==> src/decodePkg.sv <==
// Shared widths, vector types, RV32I opcodes and decode control-code enums
`default_nettype none

package decodePkg;

  // Data path and instruction widths
  localparam int DataWidth    = 32;
  localparam int InstrWidth   = 32;
  // Register file index and CSR address widths
  localparam int RfAddrWidth  = 5;
  localparam int CsrAddrWidth = 12;

  // One data word
  typedef logic [DataWidth-1:0]    dataT;
  // One instruction word
  typedef logic [InstrWidth-1:0]   instrT;
  // GPR index
  typedef logic [RfAddrWidth-1:0]  regIdxT;
  // CSR address
  typedef logic [CsrAddrWidth-1:0] csrAddrT;

  // Major opcodes of the kept RV32I subset
  localparam logic [6:0] LoadOp   = 7'b0000011;
  localparam logic [6:0] ImmOp    = 7'b0010011;
  localparam logic [6:0] AuipcOp  = 7'b0010111;
  localparam logic [6:0] StoreOp  = 7'b0100011;
  localparam logic [6:0] RegOp    = 7'b0110011;
  localparam logic [6:0] LuiOp    = 7'b0110111;
  localparam logic [6:0] BranchOp = 7'b1100011;
  localparam logic [6:0] JalrOp   = 7'b1100111;
  localparam logic [6:0] JalOp    = 7'b1101111;
  localparam logic [6:0] CsrOp    = 7'b1110011;

  // Decoded instruction class, OpNone for anything unsupported
  typedef enum logic [3:0] {
    OpLoad, OpStore, OpImm, OpReg, OpAuipc, OpLui,
    OpBranch, OpJalr, OpJal, OpCsr, OpNone
  } opClassE;

  // ALU operation code
  typedef enum logic [4:0] {
    Add  = 5'd0,
    Sub  = 5'd1,
    Sll  = 5'd2,
    Srl  = 5'd3,
    Sra  = 5'd4,
    Slt  = 5'd5,
    Sltu = 5'd6,
    Xor  = 5'd7,
    Or   = 5'd8,
    And  = 5'd9,
    // Branch-only compares
    Eq   = 5'd10,
    Ne   = 5'd11,
    Ge   = 5'd12,
    Geu  = 5'd13
  } exeCtrlE;

  // Next-PC selection
  typedef enum logic [1:0] {
    PcInc  = 2'd0,
    PcSet  = 2'd1,
    PcAdd  = 2'd2,
    PcCond = 2'd3
  } pcCtrlE;

  // Bit 4 write, bit 3 unsigned, bits 1:0 size
  typedef enum logic [4:0] {
    MemIdle = 5'b00000,
    MemRb   = 5'b00001,
    MemRbu  = 5'b01001,
    MemWb   = 5'b10001,
    MemRh   = 5'b00010,
    MemRhu  = 5'b01010,
    MemWh   = 5'b10010,
    MemRw   = 5'b00011,
    MemWw   = 5'b10011
  } memCtrlE;

  // Write-back source, bit 2 set means a GPR write
  typedef enum logic [2:0] {
    GprIdle  = 3'd0,
    GprMem   = 3'd4,
    GprAlu   = 3'd5,
    GprPrgmc = 3'd6,
    GprOp3   = 3'd7
  } gprCtrlE;

endpackage

`default_nettype wire

==> src/decodeCtrl.sv <==
// decodeCtrl: opcode classification and ALU, PC, memory and write-back code generation
`default_nettype none

module decodeCtrl (
  input  wire decodePkg::instrT instr_i,
  output decodePkg::opClassE    opClass_o,
  output decodePkg::exeCtrlE    exeCtrl_o,
  output decodePkg::pcCtrlE     pcCtrl_o,
  output decodePkg::memCtrlE    memCtrl_o,
  output decodePkg::gprCtrlE    gprCtrl_o
);

  import decodePkg::*;

  // Instruction fields used by the control logic
  logic [6:0] opcode;
  logic [2:0] funct3;
  logic       altBit;

  assign opcode = instr_i[6:0];
  assign funct3 = instr_i[14:12];
  // funct7 bit 5, selects Sub and Sra
  assign altBit = instr_i[30];

  // Only place where the opcode is compared
  always_comb begin
    case (opcode)
      LoadOp:   opClass_o = OpLoad;
      StoreOp:  opClass_o = OpStore;
      ImmOp:    opClass_o = OpImm;
      RegOp:    opClass_o = OpReg;
      AuipcOp:  opClass_o = OpAuipc;
      LuiOp:    opClass_o = OpLui;
      BranchOp: opClass_o = OpBranch;
      JalrOp:   opClass_o = OpJalr;
      JalOp:    opClass_o = OpJal;
      CsrOp:    opClass_o = OpCsr;
      default:  opClass_o = OpNone;
    endcase
  end

  // ALU code
  always_comb begin
    exeCtrl_o = Add;
    if (opClass_o == OpReg || opClass_o == OpImm) begin
      case (funct3)
        // No subtract-immediate exists
        3'b000:  exeCtrl_o = (opClass_o == OpReg && altBit) ? Sub : Add;
        3'b001:  exeCtrl_o = Sll;
        3'b010:  exeCtrl_o = Slt;
        3'b011:  exeCtrl_o = Sltu;
        3'b100:  exeCtrl_o = Xor;
        3'b101:  exeCtrl_o = altBit ? Sra : Srl;
        3'b110:  exeCtrl_o = Or;
        default: exeCtrl_o = And;
      endcase
    end else if (opClass_o == OpBranch) begin
      case (funct3)
        3'b000:  exeCtrl_o = Eq;
        3'b001:  exeCtrl_o = Ne;
        3'b100:  exeCtrl_o = Slt;
        3'b101:  exeCtrl_o = Ge;
        3'b110:  exeCtrl_o = Sltu;
        3'b111:  exeCtrl_o = Geu;
        // Reserved 010 and 011 fall back to Add
        default: exeCtrl_o = Add;
      endcase
    end
  end

  // Next-PC code, unsupported opcodes just step over
  always_comb begin
    case (opClass_o)
      OpJalr:   pcCtrl_o = PcSet;
      OpJal:    pcCtrl_o = PcAdd;
      OpBranch: pcCtrl_o = PcCond;
      default:  pcCtrl_o = PcInc;
    endcase
  end

  // Memory access code from funct3 size and sign
  always_comb begin
    memCtrl_o = MemIdle;
    if (opClass_o == OpLoad) begin
      case (funct3)
        3'b000:  memCtrl_o = MemRb;
        3'b001:  memCtrl_o = MemRh;
        3'b100:  memCtrl_o = MemRbu;
        3'b101:  memCtrl_o = MemRhu;
        default: memCtrl_o = MemRw;
      endcase
    end else if (opClass_o == OpStore) begin
      case (funct3)
        3'b000:  memCtrl_o = MemWb;
        3'b001:  memCtrl_o = MemWh;
        default: memCtrl_o = MemWw;
      endcase
    end
  end

  // Write-back source
  always_comb begin
    case (opClass_o)
      OpLoad:                          gprCtrl_o = GprMem;
      OpImm, OpReg, OpLui, OpAuipc:    gprCtrl_o = GprAlu;
      OpJal, OpJalr:                   gprCtrl_o = GprPrgmc;
      // CSR value travels on op3
      OpCsr:                           gprCtrl_o = GprOp3;
      default:                         gprCtrl_o = GprIdle;
    endcase
  end

endmodule

`default_nettype wire

==> src/decodeStage.sv <==
// decodeStage: output register for the decode result and its valid flag
`default_nettype none

module decodeStage (
  input  wire                     clk_i,
  input  wire                     rstn_i,
  input  wire                     instrValid_i,
  input  wire decodePkg::regIdxT  rdIdx_i,
  input  wire decodePkg::dataT    op1_i,
  input  wire decodePkg::dataT    op2_i,
  input  wire decodePkg::dataT    op3_i,
  input  wire decodePkg::exeCtrlE exeCtrl_i,
  input  wire decodePkg::pcCtrlE  pcCtrl_i,
  input  wire decodePkg::memCtrlE memCtrl_i,
  input  wire decodePkg::gprCtrlE gprCtrl_i,
  output logic                    valid_o,
  output decodePkg::regIdxT       rd_o,
  output decodePkg::dataT         op1_o,
  output decodePkg::dataT         op2_o,
  output decodePkg::dataT         op3_o,
  output decodePkg::exeCtrlE      exeCtrl_o,
  output decodePkg::pcCtrlE       pcCtrl_o,
  output decodePkg::memCtrlE      memCtrl_o,
  output decodePkg::gprCtrlE      gprCtrl_o
);

  import decodePkg::*;

  // Control codes, idle whenever nothing valid was decoded
  always_ff @(posedge clk_i) begin
    if (!rstn_i || !instrValid_i) begin
      valid_o   <= 1'b0;
      exeCtrl_o <= Add;
      pcCtrl_o  <= PcInc;
      // No memory access and no GPR write leave the stage
      memCtrl_o <= MemIdle;
      gprCtrl_o <= GprIdle;
    end else begin
      valid_o   <= 1'b1;
      exeCtrl_o <= exeCtrl_i;
      pcCtrl_o  <= pcCtrl_i;
      memCtrl_o <= memCtrl_i;
      gprCtrl_o <= gprCtrl_i;
    end
  end

  // Payload, only loaded on a valid instruction
  always_ff @(posedge clk_i) begin
    if (instrValid_i) begin
      rd_o  <= rdIdx_i;
      op1_o <= op1_i;
      op2_o <= op2_i;
      op3_o <= op3_i;
    end
  end

endmodule

`default_nettype wire

==> src/decodeTop.sv <==
// decodeTop: decode stage top level joining control, field, immediate, operand and register blocks
`default_nettype none

module decodeTop (
  input  wire                     clk_i,
  input  wire                     rstn_i,
  input  wire decodePkg::instrT   instr_i,
  input  wire                     instrValid_i,
  input  wire decodePkg::dataT    pc_i,
  input  wire decodePkg::dataT    rs1Val_i,
  input  wire decodePkg::dataT    rs2Val_i,
  input  wire decodePkg::dataT    csrVal_i,
  // To the external register and CSR files, same cycle
  output decodePkg::regIdxT       rs1_o,
  output decodePkg::regIdxT       rs2_o,
  output decodePkg::csrAddrT      csrAddr_o,
  // Registered decode result
  output logic                    valid_o,
  output decodePkg::regIdxT       rd_o,
  output decodePkg::dataT         op1_o,
  output decodePkg::dataT         op2_o,
  output decodePkg::dataT         op3_o,
  output decodePkg::exeCtrlE      exeCtrl_o,
  output decodePkg::pcCtrlE       pcCtrl_o,
  output decodePkg::memCtrlE      memCtrl_o,
  output decodePkg::gprCtrlE      gprCtrl_o
);

  import decodePkg::*;

  // Control path
  opClassE opClass;
  exeCtrlE exeCtrl;
  pcCtrlE  pcCtrl;
  memCtrlE memCtrl;
  gprCtrlE gprCtrl;

  // Data path
  dataT    imm;
  regIdxT  rdIdx;
  dataT    op1;
  dataT    op2;
  dataT    op3;

  decodeCtrl uCtrl (
    .instr_i   (instr_i),
    .opClass_o (opClass),
    .exeCtrl_o (exeCtrl),
    .pcCtrl_o  (pcCtrl),
    .memCtrl_o (memCtrl),
    .gprCtrl_o (gprCtrl)
  );

  regFieldExtract uFields (
    .instr_i   (instr_i),
    .opClass_i (opClass),
    .rs1Idx_o  (rs1_o),
    .rs2Idx_o  (rs2_o),
    .rdIdx_o   (rdIdx),
    .csrAddr_o (csrAddr_o)
  );

  immGen uImm (
    .instr_i   (instr_i),
    .opClass_i (opClass),
    .imm_o     (imm)
  );

  // Register values come back from outside in the same cycle
  operandSelect uOperands (
    .opClass_i (opClass),
    .imm_i     (imm),
    .rs1Val_i  (rs1Val_i),
    .rs2Val_i  (rs2Val_i),
    .csrVal_i  (csrVal_i),
    .pc_i      (pc_i),
    .op1_o     (op1),
    .op2_o     (op2),
    .op3_o     (op3)
  );

  decodeStage uStage (
    .clk_i        (clk_i),
    .rstn_i       (rstn_i),
    .instrValid_i (instrValid_i),
    .rdIdx_i      (rdIdx),
    .op1_i        (op1),
    .op2_i        (op2),
    .op3_i        (op3),
    .exeCtrl_i    (exeCtrl),
    .pcCtrl_i     (pcCtrl),
    .memCtrl_i    (memCtrl),
    .gprCtrl_i    (gprCtrl),
    .valid_o      (valid_o),
    .rd_o         (rd_o),
    .op1_o        (op1_o),
    .op2_o        (op2_o),
    .op3_o        (op3_o),
    .exeCtrl_o    (exeCtrl_o),
    .pcCtrl_o     (pcCtrl_o),
    .memCtrl_o    (memCtrl_o),
    .gprCtrl_o    (gprCtrl_o)
  );

endmodule

`default_nettype wire

==> src/immGen.sv <==
// immGen: I, S, B, U and J immediate construction and per-class selection
`default_nettype none

module immGen (
  input  wire decodePkg::instrT   instr_i,
  input  wire decodePkg::opClassE opClass_i,
  output decodePkg::dataT         imm_o
);

  import decodePkg::*;

  // One candidate per format
  dataT iImm;
  dataT shiftImm;
  dataT sImm;
  dataT bImm;
  dataT uImm;
  dataT jImm;
  logic isShift;

  assign iImm     = {{(DataWidth - 12){instr_i[31]}}, instr_i[31:20]};
  // Shift amount field taken as unsigned, funct7 bits included
  assign shiftImm = {{(DataWidth - 12){1'b0}}, instr_i[31:20]};
  assign sImm     = {{(DataWidth - 12){instr_i[31]}}, instr_i[31:25], instr_i[11:7]};
  // Branch offset, bit 0 always zero
  assign bImm     = {{(DataWidth - 12){instr_i[31]}}, instr_i[7], instr_i[30:25],
                     instr_i[11:8], 1'b0};
  // Upper immediate, low 12 bits zero
  assign uImm     = {instr_i[31:12], 12'b0};
  assign jImm     = {{(DataWidth - 20){instr_i[31]}}, instr_i[19:12], instr_i[20],
                     instr_i[30:21], 1'b0};

  // funct3 001 is slli, 101 is srli or srai
  assign isShift  = (instr_i[13:12] == 2'b01);

  always_comb begin
    case (opClass_i)
      OpLoad, OpJalr, OpCsr: imm_o = iImm;
      OpImm:                 imm_o = isShift ? shiftImm : iImm;
      OpStore:               imm_o = sImm;
      OpBranch:              imm_o = bImm;
      OpLui, OpAuipc:        imm_o = uImm;
      OpJal:                 imm_o = jImm;
      // R-type and unsupported carry no immediate
      default:               imm_o = '0;
    endcase
  end

endmodule

`default_nettype wire

==> src/operandSelect.sv <==
// operandSelect: op1, op2 and op3 selection from GPR values, PC, immediate and CSR value
`default_nettype none

module operandSelect (
  input  wire decodePkg::opClassE opClass_i,
  input  wire decodePkg::dataT    imm_i,
  input  wire decodePkg::dataT    rs1Val_i,
  input  wire decodePkg::dataT    rs2Val_i,
  input  wire decodePkg::dataT    csrVal_i,
  input  wire decodePkg::dataT    pc_i,
  output decodePkg::dataT         op1_o,
  output decodePkg::dataT         op2_o,
  output decodePkg::dataT         op3_o
);

  import decodePkg::*;

  // op1, first ALU input
  always_comb begin
    case (opClass_i)
      // pc + upper immediate
      OpAuipc:             op1_o = pc_i;
      // Lui and Jal go through the ALU as 0 + imm
      OpLui, OpJal, OpNone: op1_o = '0;
      default:             op1_o = rs1Val_i;
    endcase
  end

  // op2, second ALU input
  always_comb begin
    case (opClass_i)
      // Register compare or register-register op
      OpReg, OpBranch: op2_o = rs2Val_i;
      OpNone:          op2_o = '0;
      // Address offsets and ALU immediates
      default:         op2_o = imm_i;
    endcase
  end

  // op3, side operand for the later stages
  always_comb begin
    case (opClass_i)
      // Store data
      OpStore:  op3_o = rs2Val_i;
      // Branch target offset, the ALU is busy with the compare
      OpBranch: op3_o = imm_i;
      // CSR read value for write-back
      OpCsr:    op3_o = csrVal_i;
      default:  op3_o = '0;
    endcase
  end

endmodule

`default_nettype wire

==> src/regFieldExtract.sv <==
// regFieldExtract: rs1, rs2, rd and CSR address extraction with per-class zeroing
`default_nettype none

module regFieldExtract (
  input  wire decodePkg::instrT   instr_i,
  input  wire decodePkg::opClassE opClass_i,
  output decodePkg::regIdxT       rs1Idx_o,
  output decodePkg::regIdxT       rs2Idx_o,
  output decodePkg::regIdxT       rdIdx_o,
  output decodePkg::csrAddrT      csrAddr_o
);

  import decodePkg::*;

  // Unused fields read as zero so the register file sees x0
  always_comb begin
    rs1Idx_o  = instr_i[19:15];
    rs2Idx_o  = '0;
    rdIdx_o   = instr_i[11:7];
    csrAddr_o = '0;

    // Second source only for S, R and B formats
    if (opClass_i == OpStore || opClass_i == OpReg || opClass_i == OpBranch) begin
      rs2Idx_o = instr_i[24:20];
    end

    // U and J formats carry immediate bits where rs1 would be
    if (opClass_i == OpLui || opClass_i == OpAuipc ||
        opClass_i == OpJal || opClass_i == OpNone) begin
      rs1Idx_o = '0;
    end

    // No destination, avoids a stray write
    if (opClass_i == OpStore || opClass_i == OpBranch || opClass_i == OpNone) begin
      rdIdx_o = '0;
    end

    if (opClass_i == OpCsr) begin
      csrAddr_o = instr_i[31:20];
    end
  end

endmodule

`default_nettype wire

==> config.mk <==
export PLATFORM = sky130hd
export DESIGN_NAME = decodeTop
export DESIGN_NICKNAME = d
export VERILOG_FILES = /design/src/decodePkg.sv /design/src/decodeCtrl.sv /design/src/decodeStage.sv /design/src/decodeTop.sv /design/src/immGen.sv /design/src/operandSelect.sv /design/src/regFieldExtract.sv
export SDC_FILE = /design/constraint.sdc
export NUM_CORES = 1
export LEC_CHECK = 0
export BUFFER_PORTS_ARGS = -buffer_cell sky130_fd_sc_hd__buf_2
export CAP_MARGIN = 20
export CORE_AREA = 2 2 116 118
export DETAILED_ROUTE_END_ITERATION = 7
export DIE_AREA = 0 0 118 120
export PLACE_DENSITY_LB_ADDON = 0.3
export SLEW_MARGIN = 20
export SYNTH_ARGS = -nofsm -noshare
export SYNTH_HDL_FRONTEND = slang
export SYNTH_SLANG_ARGS = --single-unit
==> constraint.sdc <==
create_clock -name clk_i -period 3.7 [get_ports clk_i]
set_input_delay 0.74 -clock clk_i [delete_from_list [all_inputs] [get_ports clk_i]]
set_output_delay 0.74 -clock clk_i [all_outputs]
set_load 0.01 [all_outputs]
==> results_dict.tcl, run 1 <==
set metrics [dict create \
    die_h_microns 120 \
    cp.arrival_ns 2.31 \
    power_mw 3.486 \
    ios 302 \
    synth_top_area_cell "edfxtp_1" \
    synth_top_cell_area_share_pct 54.66 \
    grt_remaining_overflow 0 \
    synth-edff-count 101 \
    grtUsageTotal_pct 27.28 \
    synth_most_common_cell "edfxtp_1" \
    slew_headroom_pct 39.00 \
    status "completed" \
    cp.required_ns 2.96 \
    avgSynthCellArea_sq_um 11.91 \
    firstDrtPassIters 6 \
    antenna_found_initial 5 \
    post_cts_buffers 0 \
    placed_cell_area_sq_um 7174 \
    synth_commonest_cells "edfxtp_1 (101), a22o_1 (41), o21ai_0 (31)" \
    seqCellArea_sq_um 3313 \
    grt_start_max_net_pins 66 \
    grt_first_pass_wirelength_mm 29.01 \
    syn_inst 466 \
    tritoncts "yes" \
    yosysSeqAreaShare_pct 59.71 \
    final_antenna_net_count 0 \
    dp.final_hpwl_mm 14.33 \
    crit_type "in -> out" \
    max-vdd-ir-drop_v 0.0002502 \
    crit_fanout 27 \
    synthTopCellsByArea "edfxtp_1 (55%), a22o_1 (6.5%), dfxtp_1 (5.1%)" \
    wl_mm 19.54 \
    fin_crit_ns 3.050 \
    synthFlopType "edfxtp_1" \
    yosysWarnings 0 \
    hold_ws_ns 0.6133 \
    gp_congestion 0.8890 \
    yosys_register_bits 115 \
    tns_ns 0 \
    leakage_nw 3.431 \
    fin_crit_sh_pct 82.43 \
    synthArstFlopShare_pct 0 \
    final_cells 946 \
    fin_ws_ns 0.6502 \
    dp.cells 909 \
    via_count 5336 \
    hold_buffers 0 \
    core_area_sq_um 12980 \
    fillCellCount 1142 \
    place_ws_ns 0.6810 \
    core.rowCount 42 \
    endpoint_kind "primary output" \
    cts_resized 0 \
    via_per_inst 5.641 \
    min_path_cells 2 \
    fin_util_pct 59.78 \
    slew_violations 0 \
    clk_pin_slew_ns 0.05 \
    setup_violations 0 \
    layout-drive-gt1-share_pct 46.80 \
    die_x_microns 118 \
    cts_made_buffers 17 \
    final_hold_viol_count 0 \
    clock-sinks 115 \
    cap_violations 0 \
    cts_max_path_buffers 2 \
    htreeDepth 4 \
    dieArea_sq_um 14160 \
    drc_errors 0 \
    crit_end "csrAddr_o[6]" \
    first_iter_violations 501 \
    stdcell_area_sq_um 7760 \
    multi_input_area_sq_um 1984 \
    min_path_type "in -> reg" \
    root_buffer "clkbuf_16" \
    final_nets 916 \
    start_util_pct 42.75 \
    yosysUniqueCellTypes 53 \
    power.density_nw_per_um2 449.2 \
    synth_area_sq_um 5549 \
    startpoint "instr_i[4]" \
    worst_pin_slew_ns 0.9066 \
    area_delta_synth_final_pct 39.84 \
    rsz0062_at_grt "no" \
    grt_pass1_vias 5258 \
    start_kind "input pin" \
    numPortBuffers 299 \
    wl_per_cell_microns 20.65 \
    max_freq_mhz 327.9 \
]
metal layers:
metal | global-route usage (%) | up-vias | wire, microns
met5 | 0 | - | 0
met4 | 11.60 | 0 | 348
met3 | 6.797 | 25 | 1514
met2 | 47.60 | 302 | 10380
met1 | 32.06 | 2601 | 7293
li1 | - | 2408 | -
registers in the layout, indices dropped and copies added (netlist names):
signal / cells
uStage.pcCtrl_o: 2
uStage.rd_o: 5
uStage.gprCtrl_o: 3
uStage.memCtrl_o: 4
uStage.op3_o: 32
uStage.valid_o: 1
uStage.op1_o: 32
uStage.exeCtrl_o: 4
uStage.op2_o: 32
layout make-up:
cell class              instances  area share (%)
well taps                     176           2.838
clock inverters                14           1.854
inverters                      20          0.9674
multi-input cells             288           25.57
flip-flops and latches        115           42.70
clock buffers                  18           5.530
diodes                          5          0.1612
repair buffers                310           20.38
logic make-up (layout without fill, tap and decap cells):
| kind of cell | count (synthesis) | in the layout | synth area share, % |
|---|---|---|---|
| compound gates | 168 | 168 | 23.25 |
| flops | 115 | 115 | 59.71 |
| simple gates | 112 | 112 | 10.89 |
| buf+inv | 64 | 362 | 5.006 |
| xor+xnor | 3 | 3 | 0.4736 |
| mux | 2 | 2 | 0.3833 |
| fa+ha+maj | 1 | 1 | 0.2254 |
| other cells | 1 | 7 | 0.06758 |
worst max-delay path, cell delays in order:
cell and delay [ns]:
buf_2 0.41, nand3_1 0.40, nor2_1 0.24, buf_4 0.23, and2_1 0.15, buf_2 0.13
power by group:
part | internal (mW) | switching, mW
combinational | 0.153 | 0.226
clock | 1.04 | 0.568
sequential | 1.48 | 0.0187
how the worst min path moves through the flow:
| stage | start | slack [ns] | end |
|---|---|---|---|
| final | rs1Val_i[31] | 0.61 | uStage.op1_o[31] |
| after global routing | pc_i[24] | 0.60 | uStage.op1_o[24] |
| after CTS | rs1Val_i[31] | 0.60 | uStage.op1_o[31] |
| after detailed placement | rs1Val_i[31] | 1.03 | uStage.op1_o[31] |
| after global placement | rs1Val_i[29] | 1.03 | uStage.op1_o[29] |
| after floorplan | instrValid_i | 0.85 | uStage.op1_o[0] |
layout by cell type (no fill, tap or decap), types with 4 or more instances in the layout:
master / instances
a222oi_1: 11
nor4_1: 4
clkbuf_16: 17
o21ai_0: 31
inv_1: 20
nor2_1: 19
nand2b_1: 4
edfxtp_1: 101
nand3_1: 7
a221o_1: 14
and2_1: 21
nand2_1: 22
diode_2: 5
a221o_2: 4
dfxtp_1: 14
a21oi_1: 15
a22oi_1: 29
nor3_1: 15
buf_4: 12
a22o_1: 41
clkinv_2: 7
o21ai_2: 4
buf_2: 298
(Power assumes the default switching activity.)
==> run 2, diff against run 1 <==
ABC_AREA = 1   (was unset)
CORE_AREA = unset   (was 2 2 116 118)
CORE_ASPECT_RATIO = 1.2   (was unset)
CORE_MARGIN = 2   (was unset)
CORE_UTILIZATION = 42   (was unset)
DIE_AREA = unset   (was 0 0 118 120)
clock period = 2.55 ns   (was 3.7 ns; I/O delays follow)
==> results_dict.tcl, run 2 <==
set metrics [dict create \
    power.density_nw_per_um2 611.5 \
    grt_remaining_overflow 0 \
    crit_buf_inv 2 \
    synth_commonest_cells "nand2_1 (245), nand3_1 (127), edfxtp_1 (101)" \
    max-vdd-ir-drop_v 0.0004008 \
    post_cts_buffers 0 \
    synthFlopType "edfxtp_1" \
    synth_most_common_cell "nand2_1" \
    max_stage_delay_ns 0.20 \
    final_common_cell "buf_2" \
    min_path_type "in -> reg" \
    core.rowCount 47 \
    layout_common_cells "buf_2 (298), nand2_1 (245), nand3_1 (127)" \
    dp.final_hpwl_mm 15.78 \
    slew_headroom_pct 53.10 \
    final_nets 1167 \
    synth-edff-count 101 \
    tritoncts "yes" \
    path_common_cell "nand2_1" \
    start_kind "input pin" \
    synth_top_cell_area_share_pct 51.20 \
    yosys_register_bits 115 \
    gp_congestion 0.8806 \
    wl_per_cell_microns 17.51 \
    slew_violations 0 \
    start_util_pct 42.86 \
    worst_pin_slew_ns 0.7035 \
    drc_errors 0 \
    rsz0062_at_grt "no" \
    core_area_sq_um 13820 \
    route.met2.wl_mm 10.49 \
    layout-drive-gt1-share_pct 36.02 \
    grt_pass1_vias 6072 \
    cp.required_ns 2.04 \
    ios 302 \
    cts_max_path_buffers 2 \
    cts_made_buffers 17 \
    path_cells "buf_2 > nand2_1 > nor2_2 > nand2_2 > nand2_1 > nor2_2 > nand2_2 > nand2_1 > nor2_1 > buf_2" \
    via_count 6199 \
    die_x_microns 112.4 \
    largestRegisters "uStage.op1_o (32), uStage.op2_o (32), uStage.op3_o (32)" \
    endpoint_kind "primary output" \
    dr_wl_met3_mm 1.913 \
    first_iter_violations 509 \
    final_antenna_net_count 0 \
    critPathSlowestCell "nor2_2" \
    cp_top_family "simple AND/OR/NAND/NOR gates" \
    clk_pin_slew_ns 0.06 \
    crit_type "in -> out" \
    synth_top_area_cell "edfxtp_1" \
    via_per_inst 5.201 \
    htreeDepth 4 \
    die_h_microns 134.1 \
    numPortBuffers 299 \
    clock-sinks 115 \
    yosysWarnings 0 \
    root_buffer "clkbuf_16" \
    antenna_found_initial 7 \
    fin_crit_sh_pct 93.89 \
    final_hold_viol_count 0 \
    hold_ws_ns 0.3829 \
    firstDrtPassIters 6 \
    grt_first_pass_wirelength_mm 31.64 \
    grtUsageTotal_pct 27.39 \
    synthTopCellsByArea "edfxtp_1 (51%), nand2_1 (16%), nand3_1 (11%)" \
    syn_inst 707 \
    cap_violations 0 \
    routed.top_layer "met5" \
    setup_violations 0 \
    avgSynthCellArea_sq_um 8.378 \
    status "completed" \
    cts_resized 0 \
    yosysUniqueCellTypes 26 \
    leakage_nw 4.183 \
    tns_ns 0 \
    cp.arrival_ns 1.88 \
    synthArstFlopShare_pct 0 \
    synth_area_sq_um 5923 \
    area_delta_synth_final_pct 38.91 \
    grt_start_max_net_pins 54 \
    hold_buffers 0 \
    dieArea_sq_um 15070 \
    wl_mm 20.87 \
    yosysSeqAreaShare_pct 55.94 \
    m1WireLength_mm 7.804 \
    crit_fanout 8 \
    fin_crit_ns 2.394 \
    max_freq_mhz 417.7 \
]
-- run 2: cell count changes after synthesis, sizes merged, moves of 23 or more --
cell,change
a22o,-40
a22oi,-29
inv,+23
nand2,+227
nand3,+120
nor2,+37
o21ai,-27
-- run 2: area by class of cell --
type / instances / area (sq um)
Multi-Input combinational cell: 506 / 2272
Clock inverter: 15 / 160.2
Antenna cell: 5 / 12.51
Timing Repair Buffer: 320 / 1669
Sequential cell: 115 / 3313
Fill cell: 1281 / 5592
Tap cell: 171 / 214.0
Inverter: 43 / 161.4
Clock buffer: 17 / 425.4
-- run 2: layer usage --
metal	up-vias	GRT usage, %
li1	2973	-
met1	2864	31.19
met2	314	47.46
met3	44	8.857
met4	4	11.38
met5	-	0
-- run 2: kinds of logic after synthesis --
| kind of cell | count (synthesis) | synth area share (%) |
|---|---|---|
| DFF | 115 | 55.94 |
| and+or+nand+nor | 452 | 32.45 |
| AOI/OAI and AO/OA | 51 | 5.218 |
| other | 1 | 0.06331 |
| buffers and inverters | 87 | 6.126 |
| adders and majority gates | 1 | 0.2112 |
-- run 2: through the flow --
stage / power (mW) / utilization, % / instances / worst slack (ns) / instance area, sq um
6_report: 5.032 / 59.54 / 1192 / 0.1558 / 8228
5_1_grt: 5.201 / 59.47 / 1188 / 0.01627 / 8218
3_3_place_gp: 2.728 / 55.21 / 1155 / 0.1919 / 7630
3_5_place_dp: 2.731 / 55.21 / 1155 / 0.1690 / 7630
2_1_floorplan: 2.400 / - / 708 / 0.4341 / 5927
4_1_cts: 5.065 / 59.45 / 1187 / 0.1631 / 8215
-- run 2: final timing paths --
path,startpoint,to,slack [ns],depth (start not counted)
setup / recovery,instr_i[6],rs1_o[4],0.16,10
hold / removal,csrVal_i[23],uStage.op3_o[23],0.38,3
-- run 2: where the power goes --
| group | switching, mW | total [mW] | leakage (nW) | internal (mW) |
|---|---|---|---|---|
| combinational | 0.322 | 0.521 | 2.84 | 0.199 |
| clock | 0.894 | 2.34 | 0.269 | 1.44 |
| sequential | 0.0240 | 2.17 | 1.07 | 2.15 |
==> run 3, diff against run 2 <==
CORE_ASPECT_RATIO = unset   (was 1.2)
CTS_CLUSTER_DIAMETER = 120   (was unset)
==> results_dict.tcl, run 3 (synthesis results as in run 2) <==
set metrics [dict create \
    dieArea_sq_um 15070 \
    drc_errors 0 \
    startpoint "instr_i[6]" \
    crit_type "in -> out" \
    tns_ns 0 \
    fin_util_pct 59.03 \
    route.met2.wl_mm 9.532 \
    largestRegisters "uStage.op1_o (32), uStage.op2_o (32), uStage.op3_o (32)" \
    crit_fanout 10 \
    wl_mm 19.51 \
    final_nets 1167 \
    crit_end "rs1_o[3]" \
    endpoint_kind "primary output" \
    area_delta_synth_final_pct 37.79 \
    wl_per_cell_microns 16.34 \
    dp.final_hpwl_mm 14.62 \
    start_util_pct 42.84 \
    core_area_sq_um 13830 \
    core.rowCount 43 \
    post_cts_buffers 0 \
    stdcell_area_sq_um 8162 \
    root_buffer "clkbuf_16" \
    clk_pin_slew_ns 0.05 \
    cp.arrival_ns 1.87 \
    firstDrtPassIters 5 \
    final_hold_viol_count 0 \
    via_per_inst 5.116 \
    routed.top_layer "met4" \
    die_h_microns 122.8 \
    grtUsageTotal_pct 25.29 \
    htreeDepth 4 \
    cts_max_path_buffers 2 \
    status "completed" \
    numPortBuffers 299 \
    fin_crit_ns 2.382 \
    fin_crit_sh_pct 93.43 \
    final_common_cell "buf_2" \
    grt_start_max_net_pins 102 \
    max_stage_delay_ns 0.22 \
    gp_congestion 0.9262 \
    start_kind "input pin" \
    slew_headroom_pct 55.55 \
    cp.required_ns 2.04 \
    grt_first_pass_wirelength_mm 28.91 \
    m1WireLength_mm 7.651 \
    tritoncts "yes" \
    cap_violations 0 \
    max_freq_mhz 419.7 \
    ios 302 \
    die_x_microns 122.8 \
    slew_violations 0 \
    leakage_nw 4.167 \
    critPathSlowestCell "nand2_2" \
    min_path_type "in -> reg" \
    grt_remaining_overflow 0 \
    layout-drive-gt1-share_pct 35.34 \
    layout_common_cells "buf_2 (298), nand2_1 (245), nand3_1 (127)" \
    via_count 6108 \
    antenna_found_initial 0 \
    clock-sinks 115 \
    dp.cells 1164 \
    setup_violations 0 \
    path_cells "buf_2 > nand2_1 > nor2_2 > nand2_2 > nand2_2 > inv_1 > nand2_1 > nor2_1 > buf_2" \
    cts_made_buffers 17 \
    worst_pin_slew_ns 0.6660 \
    rsz0062_at_grt "no" \
    final_cells 1194 \
    placed_cell_area_sq_um 7654 \
    place_ws_ns 0.1714 \
    grt_pass1_vias 5740 \
    power.density_nw_per_um2 582.9 \
    final_antenna_net_count 0 \
    hold_buffers 0 \
    first_iter_violations 429 \
    dr_wl_met3_mm 1.712 \
    max-vdd-ir-drop_v 0.0003974 \
    cts_resized 0 \
    fin_ws_ns 0.1675 \
]
run 3: worst min path at each step:
stage	slack [ns]	cells past startpoint	end	startpoint
finish	0.39	3	uStage.op2_o[15]	rs2Val_i[15]
global route	0.38	3	uStage.op3_o[23]	csrVal_i[23]
CTS	0.37	3	uStage.op3_o[26]	csrVal_i[26]
detailed placement	0.80	3	uStage.op2_o[15]	rs2Val_i[15]
global placement	0.80	3	uStage.op3_o[15]	csrVal_i[15]
floorplan	0.62	0	uStage.op1_o[0]	instrValid_i
run 3: layout make-up:
cell class	count	area, sq um
diodes	1	2.502
clock buffers	21	440.4
clock inverters	8	65.06
fillers	1254	5665
inverters	43	161.4
multi-input cells	506	2272
flip-flops and latches	115	3313
well taps	180	225.2
repair buffers	320	1682
run 3: worst max-delay path: cells and delay by family:
kind / cells / cell delay, ns
simple gates: 6 / 0.95
buf+inv: 3 / 0.42
run 3: metal layers:
| layer | GRT usage, % | vias up |
|---|---|---|
| met5 | 0 | - |
| met4 | 11.85 | 0 |
| met3 | 6.366 | 46 |
| met2 | 42.65 | 310 |
| met1 | 30.19 | 2790 |
| li1 | - | 2962 |
run 3: through the flow:
step / total power [mW] / hold WS (ns)
after global routing: 4.927 / 0.3801
after global placement: 2.725 / 0.7954
final: 4.757 / 0.3896
after CTS: 4.789 / 0.3689
after detailed placement: 2.727 / 0.8036
after floorplan: 2.400 / 0.6225
run 3: report_power, final:
part           internal, mW  switching (mW)  total, mW
clock                  1.30           0.765       2.07
sequential             2.15          0.0232       2.17
combinational         0.201           0.315      0.516
